--- src/hw/cc_config.svh ---
/* Coherence controller configuration
   Cache sizes, field widths and APB address layout */

`ifndef CC_CONFIG_SVH
`define CC_CONFIG_SVH

// Cache geometry
`define CC_NUM_LINES 4
`define CC_LINE_W    2
`define CC_DATA_W    32

// Network fields
`define CC_ACK_W     4   // Ack count and balance
`define CC_NODE_W    4   // Node id

// APB address map
`define CC_ADDR_W    8
`define CC_LINE_LSB  2   // Line index in paddr[3:2]
`define CC_EVICT_BIT 4   // Write here means replacement

`endif

--- src/hw/cc_pkg.sv ---
/* Coherence controller types
   Line states, table events, message encodings and the table entry */

`include "cc_config.svh"

package cc_pkg;

	// Stable and transient MSI states
	typedef enum logic [3:0] {
		I, ISd, IMad, IMa,
		S, SMad, SMa,
		M, MIa, SIa, IIa
	} state_t;

	// Table input, after the network decode
	typedef enum logic [3:0] {
		load, store, replacement,
		inv, fwd_gets, fwd_getm, put_ack,
		data_dir_eqz, data_dir_gtz, data_owner,
		inv_ack, last_inv_ack
	} event_t;

	// From the directory side
	typedef enum logic [2:0] {
		INV, FWD_GETS, FWD_GETM, PUT_ACK,
		DATA_DIR, DATA_OWNER, INV_ACK
	} in_msg_t;

	// Requests and responses we send
	typedef enum logic [2:0] {
		GETS, GETM, PUTS, PUTM, INV_ACK_RSP, DATA_RSP
	} out_msg_t;

	typedef enum logic [1:0] {
		NONE,   // No payload
		LINE,   // Current line contents
		MSHR    // Eviction buffer
	} data_src_t;

	// Inbound aux word, meaning depends on in_type
	typedef union packed {
		logic [`CC_ACK_W-1:0]  ack_count;   // DATA_DIR
		logic [`CC_NODE_W-1:0] requestor;   // Fwd_GetS, Fwd_GetM, Inv
	} msg_aux_u;

	// One protocol table output
	typedef struct packed {
		logic      stall;
		logic      core_done;         // APB access finishes
		state_t    next_state;
		logic      send;
		out_msg_t  msg;
		logic      dest_dir;
		logic      dest_req;
		data_src_t data_src;
		logic      write_line;
		logic      write_from_net;    // Else from pwdata
		logic      alloc_mshr;
		logic      dealloc_mshr;
		logic      save_evict_data;
		logic      load_acks;
		logic      dec_acks;
		logic      not_admitted;      // No table entry
	} rom_entry_t;

endpackage

--- src/hw/cc_ctrl_if.sv ---
/* Table control bundle
   Actions of the fired event, fanned out to the data modules */

`timescale 1ns/10ps
`include "cc_config.svh"

interface cc_ctrl_if;
	logic                  ev_valid;        // Event fired this cycle
	logic [`CC_LINE_W-1:0] ev_line;
	logic                  write_line;
	logic                  write_from_net;
	logic                  save_evict_data;
	logic                  send;
	cc_pkg::out_msg_t      msg_type;
	logic                  dest_dir;
	logic                  dest_req;
	cc_pkg::data_src_t     data_src;
	logic                  load_acks;
	logic                  dec_acks;

	modport table_side (
		output ev_valid, ev_line, write_line, write_from_net, save_evict_data,
		output send, msg_type, dest_dir, dest_req, data_src, load_acks, dec_acks
	);
	modport acks_side (input load_acks, dec_acks);
	modport data_side (input ev_valid, ev_line, write_line, write_from_net, save_evict_data);
	modport msg_side (input ev_line, send, msg_type, dest_dir, dest_req, data_src);
endinterface

--- src/hw/cc_protocol_fsm.sv ---
/* MSI protocol FSM
   Picks one event per cycle, looks it up in the protocol table and
   keeps the per-line states, the single MSHR and the APB ready */

`timescale 1ns/10ps
`include "cc_config.svh"

module cc_protocol_fsm (
	input  logic                  clk,
	input  logic                  rst,
	input  logic                  psel,
	input  logic                  penable,
	input  logic                  pwrite,
	input  logic [`CC_ADDR_W-1:0] paddr,
	input  logic                  in_valid,
	input  cc_pkg::in_msg_t       in_type,
	input  logic [`CC_LINE_W-1:0] in_line,
	input  cc_pkg::msg_aux_u      in_aux,
	input  logic                  ack_last,
	input  logic                  acks_covered,
	input  logic                  out_busy,
	output logic                  in_ready,
	output logic                  pready,
	cc_ctrl_if.table_side         ctrl
);

	cc_pkg::state_t        state_q [`CC_NUM_LINES];
	cc_pkg::state_t        cur_state;
	cc_pkg::event_t        core_ev;
	cc_pkg::event_t        net_ev;
	cc_pkg::event_t        cur_ev;
	cc_pkg::rom_entry_t    entry;
	logic                  core_req;
	logic [`CC_LINE_W-1:0] core_line;
	logic [`CC_LINE_W-1:0] ev_line;
	logic                  mshr_busy;
	logic [`CC_LINE_W-1:0] mshr_line;
	logic                  mshr_stall;
	logic                  fire;

	// -------------------------------------------------------------------
	// Event selection
	// -------------------------------------------------------------------

	assign core_req  = psel & penable & ~pready;   // Access phase, not yet done
	assign core_line = paddr[`CC_LINE_LSB +: `CC_LINE_W];

	always_comb begin
		if (!pwrite)
			core_ev = cc_pkg::load;
		else if (paddr[`CC_EVICT_BIT])
			core_ev = cc_pkg::replacement;   // Evict window
		else
			core_ev = cc_pkg::store;
	end

	always_comb begin
		case (in_type)
			cc_pkg::INV:        net_ev = cc_pkg::inv;
			cc_pkg::FWD_GETS:   net_ev = cc_pkg::fwd_gets;
			cc_pkg::FWD_GETM:   net_ev = cc_pkg::fwd_getm;
			cc_pkg::PUT_ACK:    net_ev = cc_pkg::put_ack;
			cc_pkg::DATA_OWNER: net_ev = cc_pkg::data_owner;
			// Acks already in count as ack zero, so no IMd
			cc_pkg::DATA_DIR:
				net_ev = (in_aux.ack_count == '0 || acks_covered) ?
					cc_pkg::data_dir_eqz : cc_pkg::data_dir_gtz;
			cc_pkg::INV_ACK:
				net_ev = ack_last ? cc_pkg::last_inv_ack : cc_pkg::inv_ack;
			default:            net_ev = cc_pkg::inv;
		endcase
	end

	// Network first
	assign cur_ev    = in_valid ? net_ev : core_ev;
	assign ev_line   = in_valid ? in_line : core_line;
	assign cur_state = state_q[ev_line];

	// -------------------------------------------------------------------
	// Protocol table
	// -------------------------------------------------------------------

	always_comb begin
		entry            = '0;
		entry.next_state = cur_state;   // Default hold
		case ({cur_state, cur_ev})
			{cc_pkg::I, cc_pkg::load}: begin
				entry.send       = 1'b1;   // GetS to directory
				entry.msg        = cc_pkg::GETS;
				entry.dest_dir   = 1'b1;
				entry.alloc_mshr = 1'b1;
				entry.next_state = cc_pkg::ISd;
			end
			{cc_pkg::I, cc_pkg::store}, {cc_pkg::S, cc_pkg::store}: begin
				entry.send       = 1'b1;   // GetM, also the upgrade
				entry.msg        = cc_pkg::GETM;
				entry.dest_dir   = 1'b1;
				entry.alloc_mshr = 1'b1;
				entry.next_state = (cur_state == cc_pkg::I) ? cc_pkg::IMad : cc_pkg::SMad;
			end
			{cc_pkg::I, cc_pkg::replacement}: begin
				entry.core_done = 1'b1;   // Nothing to give back
			end
			{cc_pkg::ISd, cc_pkg::data_dir_eqz}, {cc_pkg::ISd, cc_pkg::data_dir_gtz},
			{cc_pkg::ISd, cc_pkg::data_owner}: begin
				entry.write_line     = 1'b1;
				entry.write_from_net = 1'b1;
				entry.dealloc_mshr   = 1'b1;
				entry.next_state     = cc_pkg::S;
			end
			{cc_pkg::IMad, cc_pkg::data_dir_eqz}, {cc_pkg::IMad, cc_pkg::data_owner}: begin
				entry.write_line     = 1'b1;
				entry.write_from_net = 1'b1;
				entry.load_acks      = (cur_ev == cc_pkg::data_dir_eqz);   // Settle balance
				entry.dealloc_mshr   = 1'b1;
				entry.next_state     = cc_pkg::M;
			end
			{cc_pkg::IMad, cc_pkg::data_dir_gtz}: begin
				entry.write_line     = 1'b1;   // Data now, acks later
				entry.write_from_net = 1'b1;
				entry.load_acks      = 1'b1;
				entry.next_state     = cc_pkg::IMa;
			end
			{cc_pkg::IMad, cc_pkg::inv_ack}, {cc_pkg::IMa, cc_pkg::inv_ack},
			{cc_pkg::SMad, cc_pkg::inv_ack}, {cc_pkg::SMa, cc_pkg::inv_ack}: begin
				entry.dec_acks = 1'b1;
			end
			{cc_pkg::IMa, cc_pkg::last_inv_ack}, {cc_pkg::SMa, cc_pkg::last_inv_ack}: begin
				entry.dec_acks     = 1'b1;
				entry.dealloc_mshr = 1'b1;
				entry.next_state   = cc_pkg::M;
			end
			// Read hits, SMad and SMa still hold valid data
			{cc_pkg::S, cc_pkg::load}, {cc_pkg::SMad, cc_pkg::load},
			{cc_pkg::SMa, cc_pkg::load}, {cc_pkg::M, cc_pkg::load}: begin
				entry.core_done = 1'b1;
			end
			{cc_pkg::S, cc_pkg::replacement}: begin
				entry.send       = 1'b1;
				entry.msg        = cc_pkg::PUTS;
				entry.dest_dir   = 1'b1;
				entry.alloc_mshr = 1'b1;
				entry.core_done  = 1'b1;   // Done once PutS leaves
				entry.next_state = cc_pkg::SIa;
			end
			{cc_pkg::S, cc_pkg::inv}, {cc_pkg::SIa, cc_pkg::inv}: begin
				entry.send       = 1'b1;
				entry.msg        = cc_pkg::INV_ACK_RSP;
				entry.dest_req   = 1'b1;
				entry.next_state = (cur_state == cc_pkg::S) ? cc_pkg::I : cc_pkg::IIa;
			end
			{cc_pkg::SMad, cc_pkg::inv}, {cc_pkg::SMa, cc_pkg::inv}: begin
				entry.send       = 1'b1;   // Lost the copy, still waiting on GetM
				entry.msg        = cc_pkg::INV_ACK_RSP;
				entry.dest_req   = 1'b1;
				entry.next_state = (cur_state == cc_pkg::SMad) ? cc_pkg::IMad : cc_pkg::IMa;
			end
			{cc_pkg::SMad, cc_pkg::data_dir_eqz}, {cc_pkg::SMad, cc_pkg::data_owner}: begin
				entry.load_acks    = (cur_ev == cc_pkg::data_dir_eqz);
				entry.dealloc_mshr = 1'b1;
				entry.next_state   = cc_pkg::M;
			end
			{cc_pkg::SMad, cc_pkg::data_dir_gtz}: begin
				entry.load_acks  = 1'b1;
				entry.next_state = cc_pkg::SMa;
			end
			{cc_pkg::M, cc_pkg::store}: begin
				entry.core_done  = 1'b1;   // Write hit
				entry.write_line = 1'b1;
			end
			{cc_pkg::M, cc_pkg::replacement}: begin
				entry.send            = 1'b1;
				entry.msg             = cc_pkg::PUTM;
				entry.dest_dir        = 1'b1;
				entry.data_src        = cc_pkg::LINE;
				entry.save_evict_data = 1'b1;   // Kept for MIa forwards
				entry.alloc_mshr      = 1'b1;
				entry.core_done       = 1'b1;
				entry.next_state      = cc_pkg::MIa;
			end
			{cc_pkg::M, cc_pkg::fwd_gets}, {cc_pkg::MIa, cc_pkg::fwd_gets}: begin
				entry.send       = 1'b1;   // Data to dir and requestor
				entry.msg        = cc_pkg::DATA_RSP;
				entry.dest_dir   = 1'b1;
				entry.dest_req   = 1'b1;
				entry.data_src   = (cur_state == cc_pkg::M) ? cc_pkg::LINE : cc_pkg::MSHR;
				entry.next_state = (cur_state == cc_pkg::M) ? cc_pkg::S : cc_pkg::SIa;
			end
			{cc_pkg::M, cc_pkg::fwd_getm}, {cc_pkg::MIa, cc_pkg::fwd_getm}: begin
				entry.send       = 1'b1;   // Data to requestor only
				entry.msg        = cc_pkg::DATA_RSP;
				entry.dest_req   = 1'b1;
				entry.data_src   = (cur_state == cc_pkg::M) ? cc_pkg::LINE : cc_pkg::MSHR;
				entry.next_state = (cur_state == cc_pkg::M) ? cc_pkg::I : cc_pkg::IIa;
			end
			{cc_pkg::MIa, cc_pkg::put_ack}, {cc_pkg::SIa, cc_pkg::put_ack},
			{cc_pkg::IIa, cc_pkg::put_ack}: begin
				entry.dealloc_mshr = 1'b1;
				entry.next_state   = cc_pkg::I;
			end
			// Transient lines hold the request
			{cc_pkg::ISd, cc_pkg::load}, {cc_pkg::ISd, cc_pkg::store},
			{cc_pkg::ISd, cc_pkg::replacement}, {cc_pkg::ISd, cc_pkg::inv},
			{cc_pkg::IMad, cc_pkg::load}, {cc_pkg::IMad, cc_pkg::store},
			{cc_pkg::IMad, cc_pkg::replacement}, {cc_pkg::IMad, cc_pkg::fwd_gets},
			{cc_pkg::IMad, cc_pkg::fwd_getm}, {cc_pkg::IMa, cc_pkg::load},
			{cc_pkg::IMa, cc_pkg::store}, {cc_pkg::IMa, cc_pkg::replacement},
			{cc_pkg::IMa, cc_pkg::fwd_gets}, {cc_pkg::IMa, cc_pkg::fwd_getm},
			{cc_pkg::SMad, cc_pkg::store}, {cc_pkg::SMad, cc_pkg::replacement},
			{cc_pkg::SMad, cc_pkg::fwd_gets}, {cc_pkg::SMad, cc_pkg::fwd_getm},
			{cc_pkg::SMa, cc_pkg::store}, {cc_pkg::SMa, cc_pkg::replacement},
			{cc_pkg::SMa, cc_pkg::fwd_gets}, {cc_pkg::SMa, cc_pkg::fwd_getm},
			{cc_pkg::MIa, cc_pkg::load}, {cc_pkg::MIa, cc_pkg::store},
			{cc_pkg::MIa, cc_pkg::replacement}, {cc_pkg::SIa, cc_pkg::load},
			{cc_pkg::SIa, cc_pkg::store}, {cc_pkg::SIa, cc_pkg::replacement},
			{cc_pkg::IIa, cc_pkg::load}, {cc_pkg::IIa, cc_pkg::store},
			{cc_pkg::IIa, cc_pkg::replacement}: begin
				entry.stall = 1'b1;
			end
			default: begin
				entry.not_admitted = 1'b1;   // No actions, state kept
			end
		endcase
	end

	// -------------------------------------------------------------------
	// Fire and state update
	// -------------------------------------------------------------------

	// Single MSHR, a second miss waits
	assign mshr_stall = entry.alloc_mshr & mshr_busy & (mshr_line != ev_line);
	assign fire = (in_valid | core_req) & ~entry.stall & ~mshr_stall
		& ~(entry.send & out_busy);
	assign in_ready = in_valid & fire;

	assign ctrl.ev_valid        = fire;
	assign ctrl.ev_line         = ev_line;
	assign ctrl.write_line      = fire & entry.write_line;
	assign ctrl.write_from_net  = entry.write_from_net;
	assign ctrl.save_evict_data = fire & entry.save_evict_data;
	assign ctrl.send            = fire & entry.send;
	assign ctrl.msg_type        = entry.msg;
	assign ctrl.dest_dir        = entry.dest_dir;
	assign ctrl.dest_req        = entry.dest_req;
	assign ctrl.data_src        = entry.data_src;
	assign ctrl.load_acks       = fire & entry.load_acks;
	assign ctrl.dec_acks        = fire & entry.dec_acks;

	always_ff @(posedge clk) begin
		if (rst) begin
			for (int i = 0; i < `CC_NUM_LINES; i++)
				state_q[i] <= cc_pkg::I;
			mshr_busy <= 1'b0;
			pready    <= 1'b0;
		end else begin
			pready <= fire & entry.core_done;   // One cycle, core events only
			if (fire)
				state_q[ev_line] <= entry.next_state;
			if (fire & entry.alloc_mshr)
				mshr_busy <= 1'b1;
			else if (fire & entry.dealloc_mshr)
				mshr_busy <= 1'b0;
		end
	end

	always_ff @(posedge clk) begin
		if (fire & entry.alloc_mshr)
			mshr_line <= ev_line;
	end

endmodule

--- src/hw/cc_ack_counter.sv ---
/* Invalidation ack counter
   Signed balance of the outstanding store miss; negative while acks
   run ahead of the directory data */

`timescale 1ns/10ps
`include "cc_config.svh"

module cc_ack_counter (
	input  logic             clk,
	input  logic             rst,
	cc_ctrl_if.acks_side     ctrl,
	input  cc_pkg::msg_aux_u in_aux,
	output logic             ack_last,
	output logic             acks_covered
);

	localparam logic signed [`CC_ACK_W-1:0] ONE = 1;

	logic signed [`CC_ACK_W-1:0] balance_q;
	logic signed [`CC_ACK_W-1:0] ack_count;
	logic signed [`CC_ACK_W-1:0] cover_sum;

	assign ack_count = $signed(in_aux.ack_count);
	assign cover_sum = ack_count + balance_q;

	assign ack_last     = (balance_q == ONE);   // Next Inv_Ack closes it
	assign acks_covered = (cover_sum == '0);    // All acks already here

	always_ff @(posedge clk) begin
		if (rst)
			balance_q <= '0;
		else if (ctrl.load_acks)
			balance_q <= cover_sum;   // Add the directory count
		else if (ctrl.dec_acks)
			balance_q <= balance_q - ONE;
	end

endmodule

--- src/hw/cc_line_store.sv ---
/* Line data store
   One word per line, APB read register and the eviction buffer */

`timescale 1ns/10ps
`include "cc_config.svh"

module cc_line_store (
	input  logic                  clk,
	input  logic                  rst,
	cc_ctrl_if.data_side          ctrl,
	input  logic [`CC_DATA_W-1:0] pwdata,
	input  logic [`CC_DATA_W-1:0] in_data,
	output logic [`CC_DATA_W-1:0] prdata,
	output logic [`CC_DATA_W-1:0] line_data,
	output logic [`CC_DATA_W-1:0] evict_data
);

	logic [`CC_DATA_W-1:0] mem [`CC_NUM_LINES];

	assign line_data = mem[ctrl.ev_line];   // Old value during a write

	// Store hit or fill
	always_ff @(posedge clk) begin
		if (ctrl.write_line)
			mem[ctrl.ev_line] <= ctrl.write_from_net ? in_data : pwdata;
	end

	// Captured on every event
	// Valid to the core only in the pready cycle
	always_ff @(posedge clk) begin
		if (rst)
			prdata <= '0;
		else if (ctrl.ev_valid)
			prdata <= line_data;
	end

	// Copy for PutM and forwards in MIa
	always_ff @(posedge clk) begin
		if (ctrl.save_evict_data)
			evict_data <= line_data;
	end

endmodule

--- src/hw/cc_msg_out.sv ---
/* Outbound message register
   One slot, filled on send and held until the network takes it */

`timescale 1ns/10ps
`include "cc_config.svh"

module cc_msg_out (
	input  logic                  clk,
	input  logic                  rst,
	cc_ctrl_if.msg_side           ctrl,
	input  cc_pkg::msg_aux_u      in_aux,
	input  logic [`CC_DATA_W-1:0] line_data,
	input  logic [`CC_DATA_W-1:0] evict_data,
	input  logic                  out_ready,
	output logic                  out_busy,
	output logic                  out_valid,
	output cc_pkg::out_msg_t      out_type,
	output logic [`CC_LINE_W-1:0] out_line,
	output logic                  out_dest_dir,
	output logic                  out_dest_req,
	output logic [`CC_NODE_W-1:0] out_node,
	output logic [`CC_DATA_W-1:0] out_data
);

	logic [`CC_DATA_W-1:0] send_data;

	always_comb begin
		case (ctrl.data_src)
			cc_pkg::LINE: send_data = line_data;
			cc_pkg::MSHR: send_data = evict_data;   // Line already given up
			default:      send_data = '0;
		endcase
	end

	assign out_busy = out_valid & ~out_ready;   // Slot frees this cycle otherwise

	always_ff @(posedge clk) begin
		if (rst)
			out_valid <= 1'b0;
		else if (ctrl.send)
			out_valid <= 1'b1;
		else if (out_ready)
			out_valid <= 1'b0;
	end

	// Payload, stable while out_valid
	always_ff @(posedge clk) begin
		if (ctrl.send) begin
			out_type     <= ctrl.msg_type;
			out_line     <= ctrl.ev_line;
			out_dest_dir <= ctrl.dest_dir;
			out_dest_req <= ctrl.dest_req;
			out_node     <= ctrl.dest_req ? in_aux.requestor : '0;
			out_data     <= send_data;
		end
	end

endmodule

--- src/hw/cc_top.sv ---
/* Coherence controller top
   APB core port, directory network ports and the submodules */

`timescale 1ns/10ps
`include "cc_config.svh"

module cc_top (
	input  logic                  clk,
	input  logic                  rst,
	// APB slave
	input  logic                  psel,
	input  logic                  penable,
	input  logic                  pwrite,
	input  logic [`CC_ADDR_W-1:0] paddr,
	input  logic [`CC_DATA_W-1:0] pwdata,
	output logic [`CC_DATA_W-1:0] prdata,
	output logic                  pready,
	// From directory
	input  logic                  in_valid,
	output logic                  in_ready,
	input  cc_pkg::in_msg_t       in_type,
	input  logic [`CC_LINE_W-1:0] in_line,
	input  cc_pkg::msg_aux_u      in_aux,
	input  logic [`CC_DATA_W-1:0] in_data,
	// To directory or requestor
	output logic                  out_valid,
	input  logic                  out_ready,
	output cc_pkg::out_msg_t      out_type,
	output logic [`CC_LINE_W-1:0] out_line,
	output logic                  out_dest_dir,
	output logic                  out_dest_req,
	output logic [`CC_NODE_W-1:0] out_node,
	output logic [`CC_DATA_W-1:0] out_data
);

	logic                  ack_last;
	logic                  acks_covered;
	logic                  out_busy;
	logic [`CC_DATA_W-1:0] line_data;
	logic [`CC_DATA_W-1:0] evict_data;

	cc_ctrl_if ctrl ();

	cc_protocol_fsm i_fsm (
		.clk          (clk),
		.rst          (rst),
		.psel         (psel),
		.penable      (penable),
		.pwrite       (pwrite),
		.paddr        (paddr),
		.in_valid     (in_valid),
		.in_type      (in_type),
		.in_line      (in_line),
		.in_aux       (in_aux),
		.ack_last     (ack_last),
		.acks_covered (acks_covered),
		.out_busy     (out_busy),
		.in_ready     (in_ready),
		.pready       (pready),
		.ctrl         (ctrl.table_side)
	);

	cc_ack_counter i_acks (
		.clk          (clk),
		.rst          (rst),
		.ctrl         (ctrl.acks_side),
		.in_aux       (in_aux),
		.ack_last     (ack_last),
		.acks_covered (acks_covered)
	);

	cc_line_store i_store (
		.clk        (clk),
		.rst        (rst),
		.ctrl       (ctrl.data_side),
		.pwdata     (pwdata),
		.in_data    (in_data),
		.prdata     (prdata),
		.line_data  (line_data),
		.evict_data (evict_data)
	);

	cc_msg_out i_msg (
		.clk          (clk),
		.rst          (rst),
		.ctrl         (ctrl.msg_side),
		.in_aux       (in_aux),
		.line_data    (line_data),
		.evict_data   (evict_data),
		.out_ready    (out_ready),
		.out_busy     (out_busy),
		.out_valid    (out_valid),
		.out_type     (out_type),
		.out_line     (out_line),
		.out_dest_dir (out_dest_dir),
		.out_dest_req (out_dest_req),
		.out_node     (out_node),
		.out_data     (out_data)
	);

endmodule

--- config.mk ---
export PLATFORM = sky130hd
export DESIGN_NAME = cc_top
export DESIGN_NICKNAME = d
export VERILOG_FILES = /design/src/hw/cc_pkg.sv /design/src/hw/cc_ctrl_if.sv /design/src/hw/cc_protocol_fsm.sv /design/src/hw/cc_ack_counter.sv /design/src/hw/cc_line_store.sv /design/src/hw/cc_msg_out.sv /design/src/hw/cc_top.sv
export VERILOG_INCLUDE_DIRS = /design/src /design/src/hw
export SDC_FILE = /design/constraint.sdc
export NUM_CORES = 1
export LEC_CHECK = 0
export BUFFER_PORTS_ARGS = -buffer_cell sky130_fd_sc_hd__buf_2
export CELL_PAD_IN_SITES_DETAIL_PLACEMENT = 0
export CELL_PAD_IN_SITES_GLOBAL_PLACEMENT = 1
export CORE_MARGIN = 2
export CORE_UTILIZATION = 47
export DETAILED_ROUTE_END_ITERATION = 8
export PLACE_DENSITY = 0.86
export SYNTH_ARGS = -nofsm -noshare
export SYNTH_HDL_FRONTEND = slang
export SYNTH_SLANG_ARGS = --single-unit
--- constraint.sdc ---
create_clock -name clk -period 10.7 [get_ports clk]
set_clock_uncertainty 0.2 [all_clocks]
set_input_delay 1.605 -clock clk [delete_from_list [all_inputs] [get_ports clk]]
set_output_delay 1.605 -clock clk [all_outputs]
set_load 0.01 [all_outputs]
After elaboration in Yosys (flattened, before gate mapping) --
Memory sizes are Yosys's and may differ from the RTL's. Index checks and enable logic that the tools add are counted.
Storage, ports and cells: bits in writable memories 144, input bits 88, output and inout port bits 78, memories kept 2, word-level logic and storage cells 197, register bits after elaboration 116
Cells by class: multiplexer cells 45, reduce and logical (&&, ||, !) cells 30, add/subtract/negate cells 2, bitwise logic cells 24, eq/ne operators 81
Memory list:
- i_store.mem | words 4, bits a word 32, read ports 1, clocked after Yosys merged registers in 0, write ports 1, RTL line cc_line_store.sv:18 | logic [`CC_DATA_W-1:0] mem [`CC_NUM_LINES];
- i_fsm.state_q | words 4, bits a word 4, read ports 1, clocked after Yosys merged registers in 0, write ports 4, RTL line cc_protocol_fsm.sv:27 | cc_pkg::state_t state_q [`CC_NUM_LINES];
Operators by type and width (count):
- equality test 8 x 7 -> 1 bit, second input constant | 27
- equality test 8 x 6 -> 1 bit, second input constant | 16
- equality test 8 bit, second input constant | 15
- case mux 32 bit (2 select lines) | 1
- equality test 8 x 5 -> 1 bit, second input constant | 7
- case mux 4 bit (13 select lines) | 1
- case mux 4 bit (6 select lines) | 2
- two-way mux 4 bit | 9
- two-way mux 32 bit | 1
- OR reduction 31 bit | 1
- two-way mux 1 bit | 24
- AND 1 bit | 18
- OR reduction 6 bit | 3
- equality test 4 x 3 -> 1 bit, second input constant | 4
- OR reduction 4 bit | 4
- OR reduction 8 bit | 2
- OR reduction 7 bit | 2
- logical NOT 4 bit | 3
- OR reduction 12 bit | 1
- OR reduction 2 bit | 6
- equality test 3 bit, second input constant | 3
- equality test 8 x 1 -> 1 bit, second input constant | 1
- equality test 8 x 2 -> 1 bit, second input constant | 1
- logical NOT 8 bit | 1
- other kinds (18) | 29

Logic depth before layout (Yosys ltp) --
depth in word-level cells 19, mapped depth 12, depth with buffers taken out 11

Modules after synthesis --
Synthesis repeated with hierarchy kept, for this count alone.
Unflattened totals: cells, all modules 836, area, all modules 12161.7 um^2
By module, submodules not included:
- cc_line_store | times used 1, cells an instance 420, seq. area each 5445.2 um^2, area each 7756.2 um^2
- cc_protocol_fsm | times used 1, cells an instance 244, seq. area each 580.6 um^2, area each 2200.9 um^2
- cc_msg_out | times used 1, cells an instance 127, seq. area each 1311.3 um^2, area each 1809.2 um^2
- cc_ack_counter | times used 1, cells an instance 45, seq. area each 80.1 um^2, area each 395.4 um^2

Least setup slack after synthesis --
OpenSTA, ideal clock, no wires.
path kind in2reg, from input port in_valid, to memory i_store.mem[3][0] (netlist bit), enable pin, data required time 9905 ps, stages on the path 11, path buffers 2, path slack 1096 ps, library setup time 595 ps, data arrival time 8809 ps, path through buf_6 mux2i_4 inv_4 mux4_2 buf_2 nand2_1 nor2_1 a221oi_4 a2bb2oi_4 nand2_1 a2111oi_0
On the way: word-level cells in the longest chain between the ends 13, elaborated cells between the ends (all ways) 78, classes of those cells eq/ne (51); mux (8); bitwise (11); reduce/logical (7); memory (1)
RTL lines:
- start: declaration | RTL line cc_top.sv:19 | input logic in_valid,
- two-way mux 2 bit | RTL line cc_protocol_fsm.sv:76 | assign ev_line = in_valid ? in_line : core_line;
- memory read (4 x 4 bit)
- equality test 8 x 1 -> 1 bit, or another cell as far along | RTL line cc_protocol_fsm.sv:86 | case ({cur_state, cur_ev})
- OR reduction 5 bit (no line)
- two-way mux 1 bit | RTL line cc_protocol_fsm.sv:86
- AND 1 bit (2 in series) | RTL line cc_protocol_fsm.sv:231 | assign mshr_stall = entry.alloc_mshr & mshr_busy & (mshr_line != ev_line);
- inverter 1 bit | RTL line cc_protocol_fsm.sv:232 | assign fire = (in_valid | core_req) & ~entry.stall & ~mshr_stall
- AND 1 bit | RTL line cc_protocol_fsm.sv:232
- AND 1 bit | RTL line cc_protocol_fsm.sv:233 | & ~(entry.send & out_busy);
- AND 1 bit | RTL line cc_protocol_fsm.sv:238 | assign ctrl.write_line = fire & entry.write_line;
- two-way mux 1 bit | RTL line cc_line_store.sv:24 | if (ctrl.write_line)
- two-way mux 1 bit | RTL line cc_line_store.sv:25 | mem[ctrl.ev_line] <= ctrl.write_from_net ? in_data : pwdata;
- end: declaration | RTL line cc_line_store.sv:18
Several ways; a longest one is shown, not always the timed one.

Worst setup path in the final report --
from input port in_valid, to output port in_ready
On the way: word-level cells in the longest chain between the ends 11, elaborated cells between the ends (all ways) 67, classes of those cells eq/ne (44); mux (5); bitwise (11); reduce/logical (6); memory (1)
RTL lines:
- two-way mux 2 bit | RTL line cc_protocol_fsm.sv:76
- memory read (4 x 4 bit)
- equality test 8 x 1 -> 1 bit, or another cell as far along | RTL line cc_protocol_fsm.sv:86
- OR reduction 5 bit (no line)
- two-way mux 1 bit | RTL line cc_protocol_fsm.sv:86
- AND 1 bit (2 in series) | RTL line cc_protocol_fsm.sv:231
- inverter 1 bit | RTL line cc_protocol_fsm.sv:232
- AND 1 bit | RTL line cc_protocol_fsm.sv:232
- AND 1 bit | RTL line cc_protocol_fsm.sv:233
- AND 1 bit (*) | RTL line cc_protocol_fsm.sv:234 | assign in_ready = in_valid & fire;
- end: declaration | RTL line cc_top.sv:20 | output logic in_ready,
Every way passes the cells marked *; elsewhere a longest branch is shown, timed or not.

==> results.txt <==
Run status: completed
Tightest Hold Check Type: flop to flop
# diodes: 0
RSZ-0062 raised after global routing: false
Maxcap violations: 0
DRC viols: 0
# fillers: 1928
CP Capture Type: primary output
Flop pwr share: 47.2%
Root Buffer: clkbuf_16
Crit path arrival time: 5990 ps
Fin Setup TNS: 0 ps
RR Endpoint: i_store.mem[3][5]
Reg-to-Reg Start: i_acks.balance_q[0]
Sw frac: 24.6%
Power density cells: 180 nW/um2
Initial antenna violation count: 0
Leak Pwr: 4.87 nW
Top Ports: 166
Critical path startpoint category: primary input
Fin crit period: 7790 ps
Synth async-reset ratio: 0%
Post-cts hold buffer count: 0
Max Clock Freq: 128 MHz
Yosys cell types: 79
Clock group share of total power: 40.4%
Slew margin rel.: 27.4%
DRT Pass-1 Iters: 5
Seq/Total Area, Yosys: 64.5%
Core area: 24200 um2
CP Class: primary input to primary output
Clock slew at reported path FFs: 60 ps
Count leader, synth: edfxtp_1
Worst-path maximum fanout: 37
Vias per cell: 5.87
Per-cell routed wire length: 22.0 um
Via count: 7547
Longest Clk Path Bufs: 3
Area delta synth->final: 18.5%
First-pass GRT wire length: 43.7 mm
Fin crit share: 72.8%
Psw: 0.604 mW
CTS resizes: 0
Ys flop type: edfxtp_1
Post-CTS setup buffers: 0
Die Y: 160 um
Post-synthesis instance total: 784
Synth top area share: 57.7%
Post-Syn Nets: 878
I/O Buffers: 160
VDD IR max: 0.150 mV
CTS tree: done
Internal Pwr Total: 1.85 mW
Hold endpoint: i_fsm.mshr_busy
Avg Inst Size Synth: 14.7 um2
GPL Wtd Cong: 0.861
Die X: 160 um
Yosys warning total: 0
Largest net degree at the start of global routing: 47
Cell taking the most area after synthesis: edfxtp_1
Largest cells by area after synthesis: edfxtp_1 58%, mux4_2 7.1%, dfxtp_1 6.8%
Yosys reg bits: 260
Min-delay src: i_fsm.mshr_busy
Post-synth EDFFs: 221
Post-Route WL: 28.3 mm
Clock Sinks: 260
Final hold violation count: 0
Starting Density: 47.6%
Top cells by count, synth: 221 x edfxtp_1, 47 x a21oi_1, 39 x dfxtp_1
Final setup fails: 0
# rows: 57
Slew Viols, Final: 0
Die area: 25700 um2
Layout cells sized above 1: 33.2%
Worst Reg-to-Reg Cells: 13
Comb power frac: 12.4%
DRT iter0 DRCs: 656
Nets: 1035
Post-Syn Area: 11500 um2
WHS Path Cells: 2
Tot GR Track Use: 22.1%
Num CTS Buffers: 27
Clock Latency Late Sink: 550 ps
H-tree Lvls: 1
Worst-Margin Slew: 1090 ps
Req. time, crit path: 8900 ps
Vias in the first global route: 7519
Grt total ovfl: 0
DP HPWL: 17.5 mm
Register-to-Register Setup Slack: 5660 ps
Routed Antenna Nets: 0
Final Util: 56.4%
-- logic make-up (layout without fill, tap and decap cells) --
group | count (synthesis) | in the layout | synth area share [%]
XOR/XNOR | 12 | 12 | 0.979
AND/OR/NAND/NOR | 183 | 183 | 8.78
adder cells (fa/ha/maj) | 6 | 6 | 0.718
AO/OA/AOI/OAI | 176 | 176 | 10.8
buffers and inverters | 62 | 240 | 2.32
flip-flops | 260 | 260 | 64.5
multiplexers | 85 | 85 | 11.9
-- stage by stage --
| step | instances | setup WS, ps | cell area [um2] | total power, mW | hold WS, ps |
|---|---|---|---|---|---|
| after detailed placement | 1236 | 2960 | 12700 | 1.48 | 268 |
| after global placement | 1236 | 3020 | 12700 | 1.48 | 253 |
| final | 1286 | 2910 | 13600 | 2.46 | 278 |
| after floorplan | 784 | 1100 | 11500 | 1.37 | 242 |
| after CTS | 1286 | 2980 | 13600 | 2.47 | 278 |
| after global routing | 1286 | 2690 | 13600 | 2.54 | 302 |
-- placed cells by master (no fill, tap or decap), types with 4 or more instances in the layout --
cell type and count:
nor3_1 25, o21a_1 4, nor2_1 31, edfxtp_1 221, clkinv_1 5, buf_2 160
o211ai_1 4, and2_1 5, ha_1 5, mux4_2 36, buf_4 12, nand3_1 37
o21ai_0 20, nand2b_1 13, a22o_1 32, a211oi_4 4, nand2_1 21, clkinv_2 4
nor4b_1 4, bufinv_16 5, o21ai_1 31, nor2b_1 7, clkbuf_16 27, and3_1 5
mux2i_1 12, xnor2_1 8, dfxtp_1 39, mux2_2 34, inv_1 14, nor3_2 4
a21oi_1 47
-- state kept, by name, summed over array words and instances, names as in the netlist, 2 cells and up --
register,flops
i_store.mem,128
i_msg.out_data,32
i_store.evict_data,32
i_store.prdata,32
i_fsm.state_q,16
i_acks.balance_q,4
i_msg.out_node,4
i_msg.out_type,3
i_fsm.mshr_line,2
i_msg.out_line,2
-- worst max-delay path, cell delays in order --
cell,delay (ps)
buf_2,310
mux2i_4,670
inv_2,450
buf_4,390
mux4_2,510
and2_1,250
nor2_1,100
a221oi_4,620
a2bb2oi_4,190
buf_4,470
and3_1,250
buf_2,130
-- how the worst max path moves through the flow --
stage                        endpoint  depth (start not counted)  slack [ps]     start
finish                       in_ready                         12        2910  in_valid
global route                 in_ready                         12        2690  in_valid
CTS                          in_ready                         12        2980  in_valid
detailed placement           in_ready                         12        2960  in_valid
global placement             in_ready                         12        3020  in_valid
floorplan           i_store.mem[3][0]                         11        1100  in_valid
-- power groups by stage --
stage	clock network, mW	logic [mW]	registers, mW
after floorplan	0	0.185	1.19
after global placement	0	0.296	1.18
after detailed placement	0	0.302	1.18
after CTS	1.01	0.305	1.16
after global routing	1.05	0.330	1.16
final	0.992	0.304	1.16
-- layer usage --
| metal | part of all wire (%) | global-route usage, % | vias up |
|---|---|---|---|
| met5 | 0 | 0 | - |
| met4 | 2.3 | 6.06 | 0 |
| met3 | 8.3 | 3.54 | 55 |
| met2 | 48 | 36.3 | 360 |
| met1 | 41 | 30.9 | 3711 |
| li1 | - | - | 3421 |
-- final cells by class --
| type | instances | area [um2] | share of cell area, % |
|---|---|---|---|
| multi-input combinational | 462 | 3890 | 28.5 |
| timing repair buffer | 172 | 891 | 6.54 |
| sequential | 260 | 7420 | 54.4 |
| inverter | 18 | 70.1 | 0.514 |
| clock buffer | 31 | 711 | 5.21 |
| clock inverter | 19 | 246 | 1.81 |
| tap | 324 | 405 | 2.97 |
No activity file was read; power rests on OpenSTA's default activity.
